`src/wordcopy_pkg.sv`:
```
package wordcopy_pkg;

    // one bus word, used for data and for byte addresses alike
    typedef logic [31:0] wc_word_t;

    // byte step between consecutive words on the memory bus
    localparam wc_word_t WC_WORD_BYTES = 32'd4;

    // register offsets seen on the CPU port
    typedef enum logic [3:0] {
        REG_START_STATUS = 4'd0,  // write starts a job, read gives the last copied count
        REG_DEST         = 4'd1,  // destination byte address
        REG_SRC          = 4'd2,  // source byte address
        REG_COUNT        = 4'd3   // number of words to move
    } wc_reg_e;

    // copy engine states
    // one word walks READ_REQ, READ_WAIT, WRITE_REQ and then NEXT, where the
    // remaining count decides between another word and going idle
    typedef enum logic [2:0] {
        ENG_IDLE      = 3'd0,  // waiting for a start pulse
        ENG_READ_REQ  = 3'd1,  // read held on the bus until accepted
        ENG_READ_WAIT = 3'd2,  // read accepted, waiting for the data to come back
        ENG_WRITE_REQ = 3'd3,  // write held on the bus until accepted
        ENG_NEXT      = 3'd4   // step addresses and check what is left
    } wc_state_e;

endpackage

```
`src/wordcopy_engine.sv`:
```
`timescale 1ns/1ps

module wordcopy_engine (
    input  logic                  clk,
    input  logic                  rst_n,
    // job settings from the register block
    input  logic                  start,
    input  wordcopy_pkg::wc_word_t src_addr,
    input  wordcopy_pkg::wc_word_t dest_addr,
    input  wordcopy_pkg::wc_word_t word_count,
    output logic                  busy,
    output wordcopy_pkg::wc_word_t copied_count,
    // memory master port
    input  logic                  master_waitrequest,
    output wordcopy_pkg::wc_word_t master_address,
    output logic                  master_read,
    input  wordcopy_pkg::wc_word_t master_readdata,
    input  logic                  master_readdatavalid,
    output logic                  master_write,
    output wordcopy_pkg::wc_word_t master_writedata
);

    wordcopy_pkg::wc_state_e state;

    wordcopy_pkg::wc_word_t src_q;        // working source address
    wordcopy_pkg::wc_word_t dst_q;        // working destination address
    wordcopy_pkg::wc_word_t remaining_q;  // words still to move in this job
    wordcopy_pkg::wc_word_t copied_q;     // words finished so far
    wordcopy_pkg::wc_word_t data_q;       // word in flight between read and write

    // every master output is a plain decode of state and registers, so
    // back-pressure just parks the FSM and the bus stays frozen with it
    assign master_read      = (state == wordcopy_pkg::ENG_READ_REQ);
    assign master_write     = (state == wordcopy_pkg::ENG_WRITE_REQ);
    assign master_address   = master_read ? src_q : dst_q;
    assign master_writedata = data_q;

    assign busy         = (state != wordcopy_pkg::ENG_IDLE);
    assign copied_count = copied_q;

    always_ff @(posedge clk) begin
        if (!rst_n) begin
            state       <= wordcopy_pkg::ENG_IDLE;
            src_q       <= '0;
            dst_q       <= '0;
            remaining_q <= '0;
            copied_q    <= '0;
        end else begin
            case (state)
                wordcopy_pkg::ENG_IDLE: begin
                    if (start) begin
                        // take a private copy so the settings are free again
                        src_q       <= src_addr;
                        dst_q       <= dest_addr;
                        remaining_q <= word_count;
                        copied_q    <= '0;
                        // an empty job goes straight to the count check in NEXT
                        if (word_count == '0) begin
                            state <= wordcopy_pkg::ENG_NEXT;
                        end else begin
                            state <= wordcopy_pkg::ENG_READ_REQ;
                        end
                    end
                end

                wordcopy_pkg::ENG_READ_REQ: begin
                    if (!master_waitrequest) begin
                        state <= wordcopy_pkg::ENG_READ_WAIT;  // read taken by the memory
                    end
                end

                wordcopy_pkg::ENG_READ_WAIT: begin
                    // only one read is ever out, so the first valid is ours
                    if (master_readdatavalid) begin
                        state <= wordcopy_pkg::ENG_WRITE_REQ;
                    end
                end

                wordcopy_pkg::ENG_WRITE_REQ: begin
                    if (!master_waitrequest) begin
                        // accepted write closes the word
                        remaining_q <= remaining_q - 32'd1;
                        copied_q    <= copied_q + 32'd1;
                        state       <= wordcopy_pkg::ENG_NEXT;
                    end
                end

                wordcopy_pkg::ENG_NEXT: begin
                    src_q <= src_q + wordcopy_pkg::WC_WORD_BYTES;
                    dst_q <= dst_q + wordcopy_pkg::WC_WORD_BYTES;
                    // the count is checked here before each further word
                    if (remaining_q == '0) begin
                        state <= wordcopy_pkg::ENG_IDLE;
                    end else begin
                        state <= wordcopy_pkg::ENG_READ_REQ;
                    end
                end

                default: state <= wordcopy_pkg::ENG_IDLE;  // unused encodings recover
            endcase
        end
    end

    // the returned word is taken in the one cycle the memory marks it valid
    always_ff @(posedge clk) begin
        if ((state == wordcopy_pkg::ENG_READ_WAIT) && master_readdatavalid) begin
            data_q <= master_readdata;
        end
    end

    // the master port carries one transfer at a time
    a_read_write_exclusive : assert property (
        @(posedge clk) disable iff (!rst_n)
        !(master_read && master_write)
    ) else $error("master read and write raised together");

    // addresses come from the CPU settings and are stepped by whole words,
    // so a misaligned request means bad settings or a broken step
    a_word_aligned : assert property (
        @(posedge clk) disable iff (!rst_n)
        (master_read || master_write) |-> (master_address[1:0] == 2'b00)
    ) else $error("master address 0x%08h not word aligned", master_address);

endmodule

```
`src/wordcopy_regs.sv`:
```
`timescale 1ns/1ps

module wordcopy_regs (
    input  logic                  clk,
    input  logic                  rst_n,
    // CPU side
    input  wordcopy_pkg::wc_reg_e  slave_address,
    input  logic                  slave_read,
    input  logic                  slave_write,
    input  wordcopy_pkg::wc_word_t slave_writedata,
    output wordcopy_pkg::wc_word_t slave_readdata,
    output logic                  slave_waitrequest,
    // engine side
    input  logic                  busy,
    input  wordcopy_pkg::wc_word_t copied_count,
    output logic                  start,
    output wordcopy_pkg::wc_word_t src_addr,
    output wordcopy_pkg::wc_word_t dest_addr,
    output wordcopy_pkg::wc_word_t word_count
);

    logic boot_q;      // high through reset so the CPU cannot get in early
    logic wr_accept;   // a write completes at this edge
    logic rd_accept;   // a read completes at this edge
    logic go_write;    // the accepted write targets the start offset

    // an access only completes in a cycle with the wait request low
    assign wr_accept = slave_write && !slave_waitrequest;
    assign rd_accept = slave_read && !slave_waitrequest;
    assign go_write  = wr_accept && (slave_address == wordcopy_pkg::REG_START_STATUS);

    // start covers the gap before busy comes up, busy covers the job itself,
    // so the two together hold the CPU off without a hole between them
    assign slave_waitrequest = boot_q || start || busy;

    always_ff @(posedge clk) begin
        if (!rst_n) begin
            boot_q <= 1'b1;
        end else begin
            boot_q <= 1'b0;  // drops at the first edge out of reset
        end
    end

    // start is a single-cycle pulse following the accepted write to offset 0
    always_ff @(posedge clk) begin
        if (!rst_n) begin
            start <= 1'b0;
        end else begin
            start <= go_write;
        end
    end

    // job settings, written only while the engine is idle since the wait
    // request blocks every write during a job
    always_ff @(posedge clk) begin
        if (!rst_n) begin
            dest_addr  <= '0;
            src_addr   <= '0;
            word_count <= '0;
        end else if (wr_accept) begin
            case (slave_address)
                wordcopy_pkg::REG_DEST:  dest_addr  <= slave_writedata;
                wordcopy_pkg::REG_SRC:   src_addr   <= slave_writedata;
                wordcopy_pkg::REG_COUNT: word_count <= slave_writedata;
                default: ;  // offset 0 only fires start, others are ignored
            endcase
        end
    end

    // read data lands one cycle after the access completes
    always_ff @(posedge clk) begin
        if (rd_accept) begin
            case (slave_address)
                wordcopy_pkg::REG_START_STATUS: slave_readdata <= copied_count;
                wordcopy_pkg::REG_DEST:         slave_readdata <= dest_addr;
                wordcopy_pkg::REG_SRC:          slave_readdata <= src_addr;
                wordcopy_pkg::REG_COUNT:        slave_readdata <= word_count;
                default:                        slave_readdata <= '0;  // unmapped offsets
            endcase
        end
    end

    // a second start during a job would mean the wait request failed to
    // hold the CPU back while the engine was working
    a_no_start_when_busy : assert property (
        @(posedge clk) disable iff (!rst_n)
        $rose(start) |-> !busy
    ) else $error("start pulse raised while the engine is busy");

endmodule

```
`src/wordcopy_top.sv`:
```
`timescale 1ns/1ps

module wordcopy_top (
    input  logic                  clk,
    input  logic                  rst_n,
    // CPU slave port
    input  wordcopy_pkg::wc_reg_e  slave_address,
    input  logic                  slave_read,
    input  logic                  slave_write,
    input  wordcopy_pkg::wc_word_t slave_writedata,
    output wordcopy_pkg::wc_word_t slave_readdata,
    output logic                  slave_waitrequest,
    // memory master port
    input  logic                  master_waitrequest,
    output wordcopy_pkg::wc_word_t master_address,
    output logic                  master_read,
    input  wordcopy_pkg::wc_word_t master_readdata,
    input  logic                  master_readdatavalid,
    output logic                  master_write,
    output wordcopy_pkg::wc_word_t master_writedata
);

    logic                   start;         // one-cycle job kick
    logic                   busy;          // engine is working a job
    wordcopy_pkg::wc_word_t copied_count;  // progress back to the CPU
    wordcopy_pkg::wc_word_t src_addr;
    wordcopy_pkg::wc_word_t dest_addr;
    wordcopy_pkg::wc_word_t word_count;

    // CPU registers and the wait request that stalls the CPU during a job
    wordcopy_regs u_regs (
        .clk               (clk),
        .rst_n             (rst_n),
        .slave_address     (slave_address),
        .slave_read        (slave_read),
        .slave_write       (slave_write),
        .slave_writedata   (slave_writedata),
        .slave_readdata    (slave_readdata),
        .slave_waitrequest (slave_waitrequest),
        .busy              (busy),
        .copied_count      (copied_count),
        .start             (start),
        .src_addr          (src_addr),
        .dest_addr         (dest_addr),
        .word_count        (word_count)
    );

    // word mover on the memory side
    wordcopy_engine u_engine (
        .clk                  (clk),
        .rst_n                (rst_n),
        .start                (start),
        .src_addr             (src_addr),
        .dest_addr            (dest_addr),
        .word_count           (word_count),
        .busy                 (busy),
        .copied_count         (copied_count),
        .master_waitrequest   (master_waitrequest),
        .master_address       (master_address),
        .master_read          (master_read),
        .master_readdata      (master_readdata),
        .master_readdatavalid (master_readdatavalid),
        .master_write         (master_write),
        .master_writedata     (master_writedata)
    );

endmodule

```
`config.mk`:
```
export PLATFORM = sky130hd
export DESIGN_NAME = wordcopy_top
export DESIGN_NICKNAME = d
export VERILOG_FILES = /design/src/wordcopy_pkg.sv /design/src/wordcopy_engine.sv /design/src/wordcopy_regs.sv /design/src/wordcopy_top.sv
export SDC_FILE = /design/constraint.sdc
export NUM_CORES = 1
export LEC_CHECK = 0
export ABC_AREA = 1
export BUFFER_PORTS_ARGS = -buffer_cell sky130_fd_sc_hd__buf_2
export CAP_MARGIN = 15
export CORE_MARGIN = 2
export CORE_UTILIZATION = 35
export DETAILED_ROUTE_END_ITERATION = 10
export PLACE_DENSITY_LB_ADDON = 0.3
export SYNTH_ARGS = -nofsm -noshare
export SYNTH_HDL_FRONTEND = slang
export SYNTH_SLANG_ARGS = --single-unit
export TNS_END_PERCENT = 10
```
`constraint.sdc`:
```
create_clock -name clk -period 3 [get_ports clk]
set_input_delay 0.15 -clock clk [delete_from_list [all_inputs] [get_ports clk]]
set_output_delay 0.15 -clock clk [all_outputs]
set_load 0.005 [all_outputs]
```
# [Word-level counts from Yosys, hierarchy flattened]
# Index checks and enable logic that the tools add are counted.
[op_classes] add_sub_neg=4 eq_ne=11 muxes=20 reduce_logical=20
[op_table] cell="32-bit case mux with 2 select lines" count=4
[op_table] cell="32-bit two-way mux" count=7
[op_table] cell="32-bit case mux with 4 select lines" count=1
[op_table] cell="32-bit by 3-bit adder with 32-bit output, second input constant" count=2
[op_table] cell="32-bit logical NOT" count=2
[op_table] cell="32-bit by 1-bit adder with 32-bit output, second input constant" count=1
[op_table] cell="32-bit by 1-bit subtractor with 32-bit output, second input constant" count=1
[op_table] cell="3-bit two-way mux" count=5
[op_table] cell="3-bit case mux with 5 select lines" count=1
[op_table] cell="4-bit by 2-bit equality test with 1-bit output, second input constant" count=2
[op_table] cell="2-bit inequality test, second input constant" count=4
[op_table] cell="2-bit AND reduction" count=4
[op_table] cell="3-bit by 2-bit equality test with 1-bit output, second input constant" count=2
[op_table] cell="4-bit by 1-bit equality test with 1-bit output, second input constant" count=1
[op_table] cell="1-bit logical AND" count=4
[op_table] cell="4-bit logical NOT" count=1
[op_table] cell="4-bit AND reduction" count=1
[op_table] cell="2-bit nonzero test" count=2
[op_table] cell="3-bit by 1-bit equality test with 1-bit output, second input constant" count=1
[op_table] cell="3-bit equality test, second input constant" count=1
[op_table] cell="3-bit logical NOT" count=1
[op_table] cell="3-bit AND reduction" count=1
[op_table] cell="3-bit nonzero test" count=1
[op_table] cell="1-bit logical OR" count=2
[op_table] cell="2 further kinds" count=3
[totals] regBits=293 input_bits=74

# [Logic depth before layout (Yosys ltp)]
# Gate-level depths: netlist of the first run.
[depth] ltp_word=5 ltp_mapped=12 depth_no_buf=12

# [Modules after synthesis]
# A second synthesis of the first run with hierarchy kept.
[unflattened] hier_cells=2389 area_unflattened_um2=15914.0
[modules_own_cells] module="wordcopy_engine" n_inst=1 cells_each=1608 area_each_um2=10144.7
[modules_own_cells] module="wordcopy_regs" n_inst=1 cells_each=781 area_each_um2=5769.3

# [Worst setup path after synthesis of the first run]
# OpenSTA, ideal clock, no wires.
[synth_path] path_kind="register to register" from="reg u_engine.state[1]" to="reg u_regs.slave_readdata[0], enable pin" setup_ns=0.421 t_arrival_ns=2.208 t_required_ns=2.579 slack_ns=0.371 path_stages_with_launch=8 path_buffers=0 path_cell_list="dfxtp_1 > inv_2 > nand2_2 > nor2_4 > nand2_2 > nor2_4 > inv_1 > nor2_1"
[synth_between] elab_chain_cells=4
[synth_rtl] element="start, declared" line="wordcopy_engine.sv:23" text="wordcopy_pkg::wc_state_e state;"
[synth_rtl] element="start signal, assigned" line="wordcopy_engine.sv:43" text="state <= wordcopy_pkg::ENG_IDLE;"
[synth_rtl] element="start signal, assigned" line="wordcopy_engine.sv:59" text="state <= wordcopy_pkg::ENG_NEXT;"
[synth_rtl] element="start signal, assigned" line="wordcopy_engine.sv:61" text="state <= wordcopy_pkg::ENG_READ_REQ;"
[synth_rtl] element="3-bit nonzero test" line="wordcopy_engine.sv:38" text="assign busy = (state != wordcopy_pkg::ENG_IDLE);"
[synth_rtl] element="1-bit logical OR" line="wordcopy_regs.sv:34" text="assign slave_waitrequest = boot_q || start || busy;"
[synth_rtl] element="via slave_waitrequest" line="wordcopy_top.sv:12" text="output logic slave_waitrequest,"
[synth_rtl] element="1-bit logical NOT" line="wordcopy_regs.sv:29" text="assign rd_accept = slave_read && !slave_waitrequest;"
[synth_rtl] element="1-bit logical AND" line="wordcopy_regs.sv:29"
[synth_rtl] element="via u_regs.rd_accept" line="wordcopy_regs.sv:24" text="logic rd_accept;"
[synth_rtl] element="end signal, assigned" line="wordcopy_regs.sv:74" text="wordcopy_pkg::REG_START_STATUS: slave_readdata <= copied_count;"
[synth_rtl] element="end signal, assigned" line="wordcopy_regs.sv:75" text="wordcopy_pkg::REG_DEST: slave_readdata <= dest_addr;"
[synth_rtl] element="end signal, assigned" line="wordcopy_regs.sv:76" text="wordcopy_pkg::REG_SRC: slave_readdata <= src_addr;"
[synth_rtl] element="end, declared" line="wordcopy_regs.sv:11" text="output wordcopy_pkg::wc_word_t slave_readdata,"
# The timed path passes the listed nets, and every way through them passes these cells.
# A chain may end at the register's enable or synchronous reset.

# [Worst setup path after layout of the first run]
[layout_path] from="reg u_engine.state[2]" to="out master_address[20]"
[layout_between] elab_chain_cells=2
[layout_rtl] element="3-bit by 1-bit equality test with 1-bit output" line="wordcopy_engine.sv:33" text="assign master_read = (state == wordcopy_pkg::ENG_READ_REQ);"
[layout_rtl] element="32-bit two-way mux" line="wordcopy_engine.sv:35" text="assign master_address = master_read ? src_q : dst_q;"
[layout_rtl] element="end, declared" line="wordcopy_top.sv:15" text="output wordcopy_pkg::wc_word_t master_address,"
# Every way passes these cells.

==> out/metrics.yaml, run 1 <==
logic_synthesis:
  synth_xor_area_share_pct: 1.050
  syn_avg_cell_area_um2: 6.895
  ys.warnings.count: 0
  synth_ff_type: "dfxtp_1"
  syn-cell-area_um2: 15020
  yosys.area_share.simple_pct: 30.15
  syn_inst: 2178
  syn_nets: 2257
  yosysUniqueCellTypes: 46
  synthMuxAreaShare_pct: 0
  synth-edff-count: 64
  synth-async-reset-ratio_pct: 0
  ys_ff_latch: 293
  synth_compound_area_share_pct: 17.21
  synth_top_family_by_area: "simple AND/OR/NAND/NOR gates"
  synthAdderAreaFrac_pct: 0.4166
  synth-seq-area-share_pct: 43.32
grt:
  grt_antenna_before_repair: 1
  grt_pass1_vias: 14310
  grtUsageTotal_pct: 25.38
  grt_max_degree: 70
  overflow: 0
  grt_pass1_wl_mm: 86.14
detailed_routing:
  via_per_inst: 5.346
  drtIter0Drc: 1532
  ant_nets: 0
  first_pass_iters: 8
  vias: 15760
  finalWirelength_mm: 57.21
  drcViolationCount: 0
  post_drt_wl_per_cell_um: 19.41
worst_setup_path:
  crit_chain: "inv_1, nand2_1, nor2_4, buf_12, nand2_1, o21ai_0, buf_2"
  crit_path_start_kind: "register"
  cp_slowest_cell: "nor2_4"
  crit_type: "reg -> out"
  path_max_fanout: 37
  arrival_ps: 2330
  cp_top_family: "simple AND/OR/NAND/NOR gates"
  path_common_cell: "nand2_1"
  path_buf_inv: 3
  endpoint_kind: "output pin"
  critical_path.max_stage_delay_ps: 480
  worstPathRequired_ps: 2850
run:
  maxCapViolCount: 0
clock_network:
  cts-htree-levels: 2
  post_cts_resized: 0
  numCtsBuffers: 35
  path_clk_slew_ps: 60
  root_buffer: "clkbuf_16"
  clk-insertion-delay-late_ps: 560
  cts_buffer_depth: 3
  cts_sinks: 293
  cts_tree: "done"
final_layout:
  n_antenna_cell: 0
  final_util_pct: 43.18
  drive_gt1_share_pct: 11.67
  stdcell_count: 2947
  num-nets-final: 2460
  areaGrowthSynthToFinish_pct: 21.14
floorplan:
  num_rows: 75
  die_w_um: 211.1
  start_util_pct: 35.64
  die_h_um: 211.1
  io_pins: 173
  fp.coreArea_um2: 42130
  die_area_um2: 44580
pwr:
  p_total_w: 0.01189
  p_leak_nw: 7.065
  p_per_area_nw_per_um2: 653.5
  ir_worst_vdd_uv: 365.0
placement:
  place_inst: 2817
  place_congestion: 0.9352
  dp_hpwl_mm: 41.82
  io_buffers: 172
worst_hold_path:
  hold_path.class: "in -> reg"
timing:
  slew_headroom_pct: 42.82
  tns_ps: 0
  rsz0062_at_grt: "no"
  setup_violations: 0
  hold_violations: 0
  finalCritPeriodShare_pct: 82.55
  timing.fmax_ghz: 0.4038
  slew_violations: 0
  worstMarginPinSlew_ps: 856.5
  fin_skew_ps: 28.69
  finalCriticalPeriod_ps: 2476
outcome:
  status: "finished, final reports clean"
[registers in the layout, indices dropped and copies added, names as in the netlist]
| signal | flops |
|---|---|
| u_engine.remaining_q | 32 |
| u_engine.src_q | 32 |
| u_regs.src_addr | 32 |
| u_engine.master_writedata | 32 |
| u_regs.dest_addr | 32 |
| u_regs.word_count | 32 |
| u_engine.dst_q | 32 |
| u_regs.slave_readdata | 32 |
| u_engine.copied_count | 32 |
| u_regs.start | 1 |
| u_regs.boot_q | 1 |
| u_engine.state | 3 |
[path summary, 6_finish.rpt]
check / endpoint / depth (start not counted) / start / slack [ps]
max: master_address[20] / 7 / u_engine.state[2] / 520
min: u_engine.remaining_q[19] / 3 / rst_n / 60
max reg2reg: u_regs.dest_addr[18] / 10 / u_engine.state[1] / 740
min reg2reg: u_engine.dst_q[1] / 2 / u_engine.dst_q[1] / 450
[cells in the final DEF (no fill, tap or decap), types with 64 or more instances in the layout]
cell           count
nor2_1           339
a21oi_1          163
nand3_1          106
dfxtp_1          229
edfxtp_1          64
inv_1            183
dlygate4sd3_1     66
nand2_1          564
buf_2            171
o21ai_0          226
[metal layers]
metal	global-route usage [%]	part of all wire, %	up-vias
met1	36.34	45	7408
li1	-	-	7591
met4	7.625	2.9	0
met2	39.39	44	670
met3	3.791	7.8	86
met5	0	0	-
[synthesized netlist by cell type, drive strengths merged, types with 3 or more instances]
cell type / number / area, µm²
ha: 5 / 62.56
a21oi: 163 / 815.8
nand3: 108 / 553.0
nand3b: 18 / 135.1
edfxtp: 64 / 1922
a211oi: 5 / 37.54
nand4: 19 / 125.1
nor4: 4 / 25.02
dfxtp: 229 / 4584
a31oi: 9 / 56.30
o211ai: 4 / 30.03
xnor2: 5 / 43.79
nor2: 349 / 1370
o2111ai: 17 / 148.9
inv: 194 / 730.7
o22ai: 17 / 106.4
clkbuf: 50 / 191.4
nand2: 571 / 2171
buf: 44 / 249.0
or2: 3 / 18.77
nor3: 21 / 110.1
a221o: 12 / 120.1
o221ai: 3 / 26.28
o21ai: 241 / 1206
xor2: 13 / 113.9
[timing repair]
action,4_1_cts,5_1_grt
buffers inserted,0,0
hold buffers,66,0
hold endpoints to repair,130,0
endpoints found under the setup margin,0,0
[cell families (layout without fill, tap and decap cells)]
group	Yosys count	in the layout
and+or+nand+nor	1096	1096
AOI/OAI and AO/OA	476	476
DFF	293	293
buffers and inverters	290	520
xor gates and xnor gates	18	18
adders and majority gates	5	5
[area by class of cell]
type                       count  area, µm²
fill                        4396      23940
clock buffer                  46      988.4
multi-input combinational   1595       7356
clock inverter                18      202.7
timing repair buffer         260       1727
inverter                     196      738.2
tap                          539      674.4
sequential                   293       6506
[stage by stage]
step           hold WS (ps)  instance area, µm²  setup WS [ps]
3_3_place_gp          328.8               16340          759.3
2_1_floorplan         248.9               15020          370.8
3_5_place_dp          328.3               16340          746.0
6_report              60.42               18190          523.5
5_1_grt               65.71               18190          322.2
4_1_cts               37.97               18190          491.0
[worst register-to-register path, delay by kind of cell (launching register included)]
kind / cells / cell delay [ps]
AND/OR/NAND/NOR: 6 / 810
flip-flops: 1 / 380
AO/OA/AOI/OAI: 2 / 420
buffers and inverters: 2 / 510
[report_power, final]
group | total (W) | internal, W | leakage (nW) | switching, W
sequential | 0.00489 | 0.00445 | 2.45 | 0.000443
clock | 0.00448 | 0.00267 | 0.581 | 0.00181
combinational | 0.00252 | 0.000874 | 4.04 | 0.00165
total | 0.0119 | 0.00799 | 7.07 | 0.00389
No activity file was read; power rests on OpenSTA's default activity.
==> run 2, diff against run 1 <==
- clock period: 3 -> 2.58 ns (I/O delays scaled with it)
==> out/metrics.yaml, run 2 (synthesized netlist as in run 1, its figures left out) <==
floorplan:
  io_pins: 173
  num_rows: 75
  die_w_um: 211.1
  start_util_pct: 35.64
  die_h_um: 211.1
  fp.coreArea_um2: 42130
  die_area_um2: 44580
timing:
  slew_headroom_pct: 41.37
  worstMarginPinSlew_ps: 878.2
  slew_violations: 0
  finalWorstSetupSlack_ps: 192.2
  fin_skew_ps: 31.90
  timing.fmax_ghz: 0.4188
  finalCriticalPeriod_ps: 2388
  setup_violations: 0
  hold_violations: 0
  rsz0062_at_grt: "no"
  tns_ps: 0
  finalCritPeriodShare_pct: 92.55
clock_network:
  post_cts_resized: 0
  cts-htree-levels: 2
  cts_buffer_depth: 3
  clk-insertion-delay-late_ps: 570
  path_clk_slew_ps: 60
  cts_tree: "done"
  numCtsBuffers: 35
  root_buffer: "clkbuf_16"
  cts_sinks: 293
pwr:
  p_per_area_nw_per_um2: 751.2
  ir_worst_vdd_uv: 385.8
  p_leak_nw: 7.154
placement:
  dpl_worst_slack_ps: 473.1
  dp_hpwl_mm: 41.90
  place_congestion: 0.9496
  io_buffers: 172
  place_inst: 2832
final_layout:
  stdcell_count: 2963
  areaGrowthSynthToFinish_pct: 21.99
  n_antenna_cell: 0
  drive_gt1_share_pct: 12.33
  multi_input_area_um2: 7356
  mostFrequentLayoutCells: "nand2_1 (564), nor2_1 (339), dfxtp_1 (229)"
  layout.cells.most_common: "nand2_1"
  num-fill-cells: 4339
  num-nets-final: 2476
  ff_latch_area_um2: 6506
grt:
  grt_busiest_layer: "met2"
  grt_pass1_vias: 14680
  grt_use_met1_pct: 35.45
  overflow: 0
  grt_antenna_before_repair: 1
  grtUsageMet3_pct: 3.420
  grt_pass1_wl_mm: 85.39
  grt_max_degree: 77
  use_met2_pct: 39.02
  grtUsageTotal_pct: 24.94
detailed_routing:
  ant_nets: 0
  post_drt_wl_per_cell_um: 19.02
  drcViolationCount: 0
  first_pass_iters: 7
  drtIter0Drc: 1694
  vias: 15750
  via_per_inst: 5.315
  finalWirelength_mm: 56.37
worst_hold_path:
  hold_path.class: "in -> reg"
worst_setup_path:
  endpoint_kind: "output pin"
  path_max_fanout: 28
  crit_type: "reg -> out"
  crit_path_start_kind: "register"
  arrival_ps: 2260
  worstPathRequired_ps: 2450
run:
  maxCapViolCount: 0
outcome:
  status: "finished, final reports clean"
## run 2: cell count changes in the layout (fill, tap and decap cells not counted), sizes merged
cell	change
buf	+15
bufinv	-1
clkbuf	+1
dlygate4sd3	+1
## run 2: per-layer routing
metal | vias up | wire [µm]
met3 | 86 | 4172
li1 | 7624 | -
met1 | 7389 | 25730
met2 | 649 | 24920
met4 | 0 | 1547
met5 | - | 0
## run 2: repair_timing
item                       in CTS  in global routing
setup endpoints to repair       0                  0
setup buffers                   0                  0
hold endpoints to repair      130                  0
hold buffers                   67                  0
## run 2: final cells by class
| type | count | area share (%) |
|---|---|---|
| clock buffer | 47 | 5.313 |
| clock inverter | 17 | 1.086 |
| inverter | 196 | 4.029 |
| multi-input combinational | 1595 | 40.15 |
| sequential | 293 | 35.51 |
| tap | 539 | 3.681 |
| timing repair buffer | 276 | 10.23 |
## run 2: worst paths after layout
path                 startpoint  slack, ps  depth (start not counted)                 endpoint
max reg2reg   u_engine.state[1]        460                          9  u_engine.remaining_q[7]
min reg2reg   u_engine.dst_q[1]        450                          2        u_engine.dst_q[1]
max           u_engine.state[2]        190                          7       master_address[24]
min          master_waitrequest         30                          5        u_engine.state[0]
## run 2: critical path, stage by stage (launching register included)
cell	delay, ps
dfxtp_1	370
inv_1	130
nand2_1	130
nor2_4	420
buf_12	230
nand2_1	80
o21ai_0	160
buf_2	190
## run 2: power by group
| group | leakage [nW] | total, W | switching, W | internal, W |
|---|---|---|---|---|
| Sequential | 2.45 | 0.00566 | 0.000491 | 0.00517 |
| Combinational | 4.13 | 0.00296 | 0.00191 | 0.00105 |
| Clock | 0.579 | 0.00515 | 0.00216 | 0.00299 |
## run 2: per-stage QoR
step / power [W] / instance area [µm²] / hold slack [ps] / utilization, %
after floorplan: 0.007375 / 15020 / 227.9 / -
after global placement: 0.008535 / 16480 / 307.4 / 39.11
after detailed placement: 0.008586 / 16480 / 307.1 / 39.11
after CTS: 0.01381 / 18320 / 17.49 / 43.48
after global routing: 0.01437 / 18320 / 47.51 / 43.48
final: 0.01376 / 18320 / 28.84 / 43.48
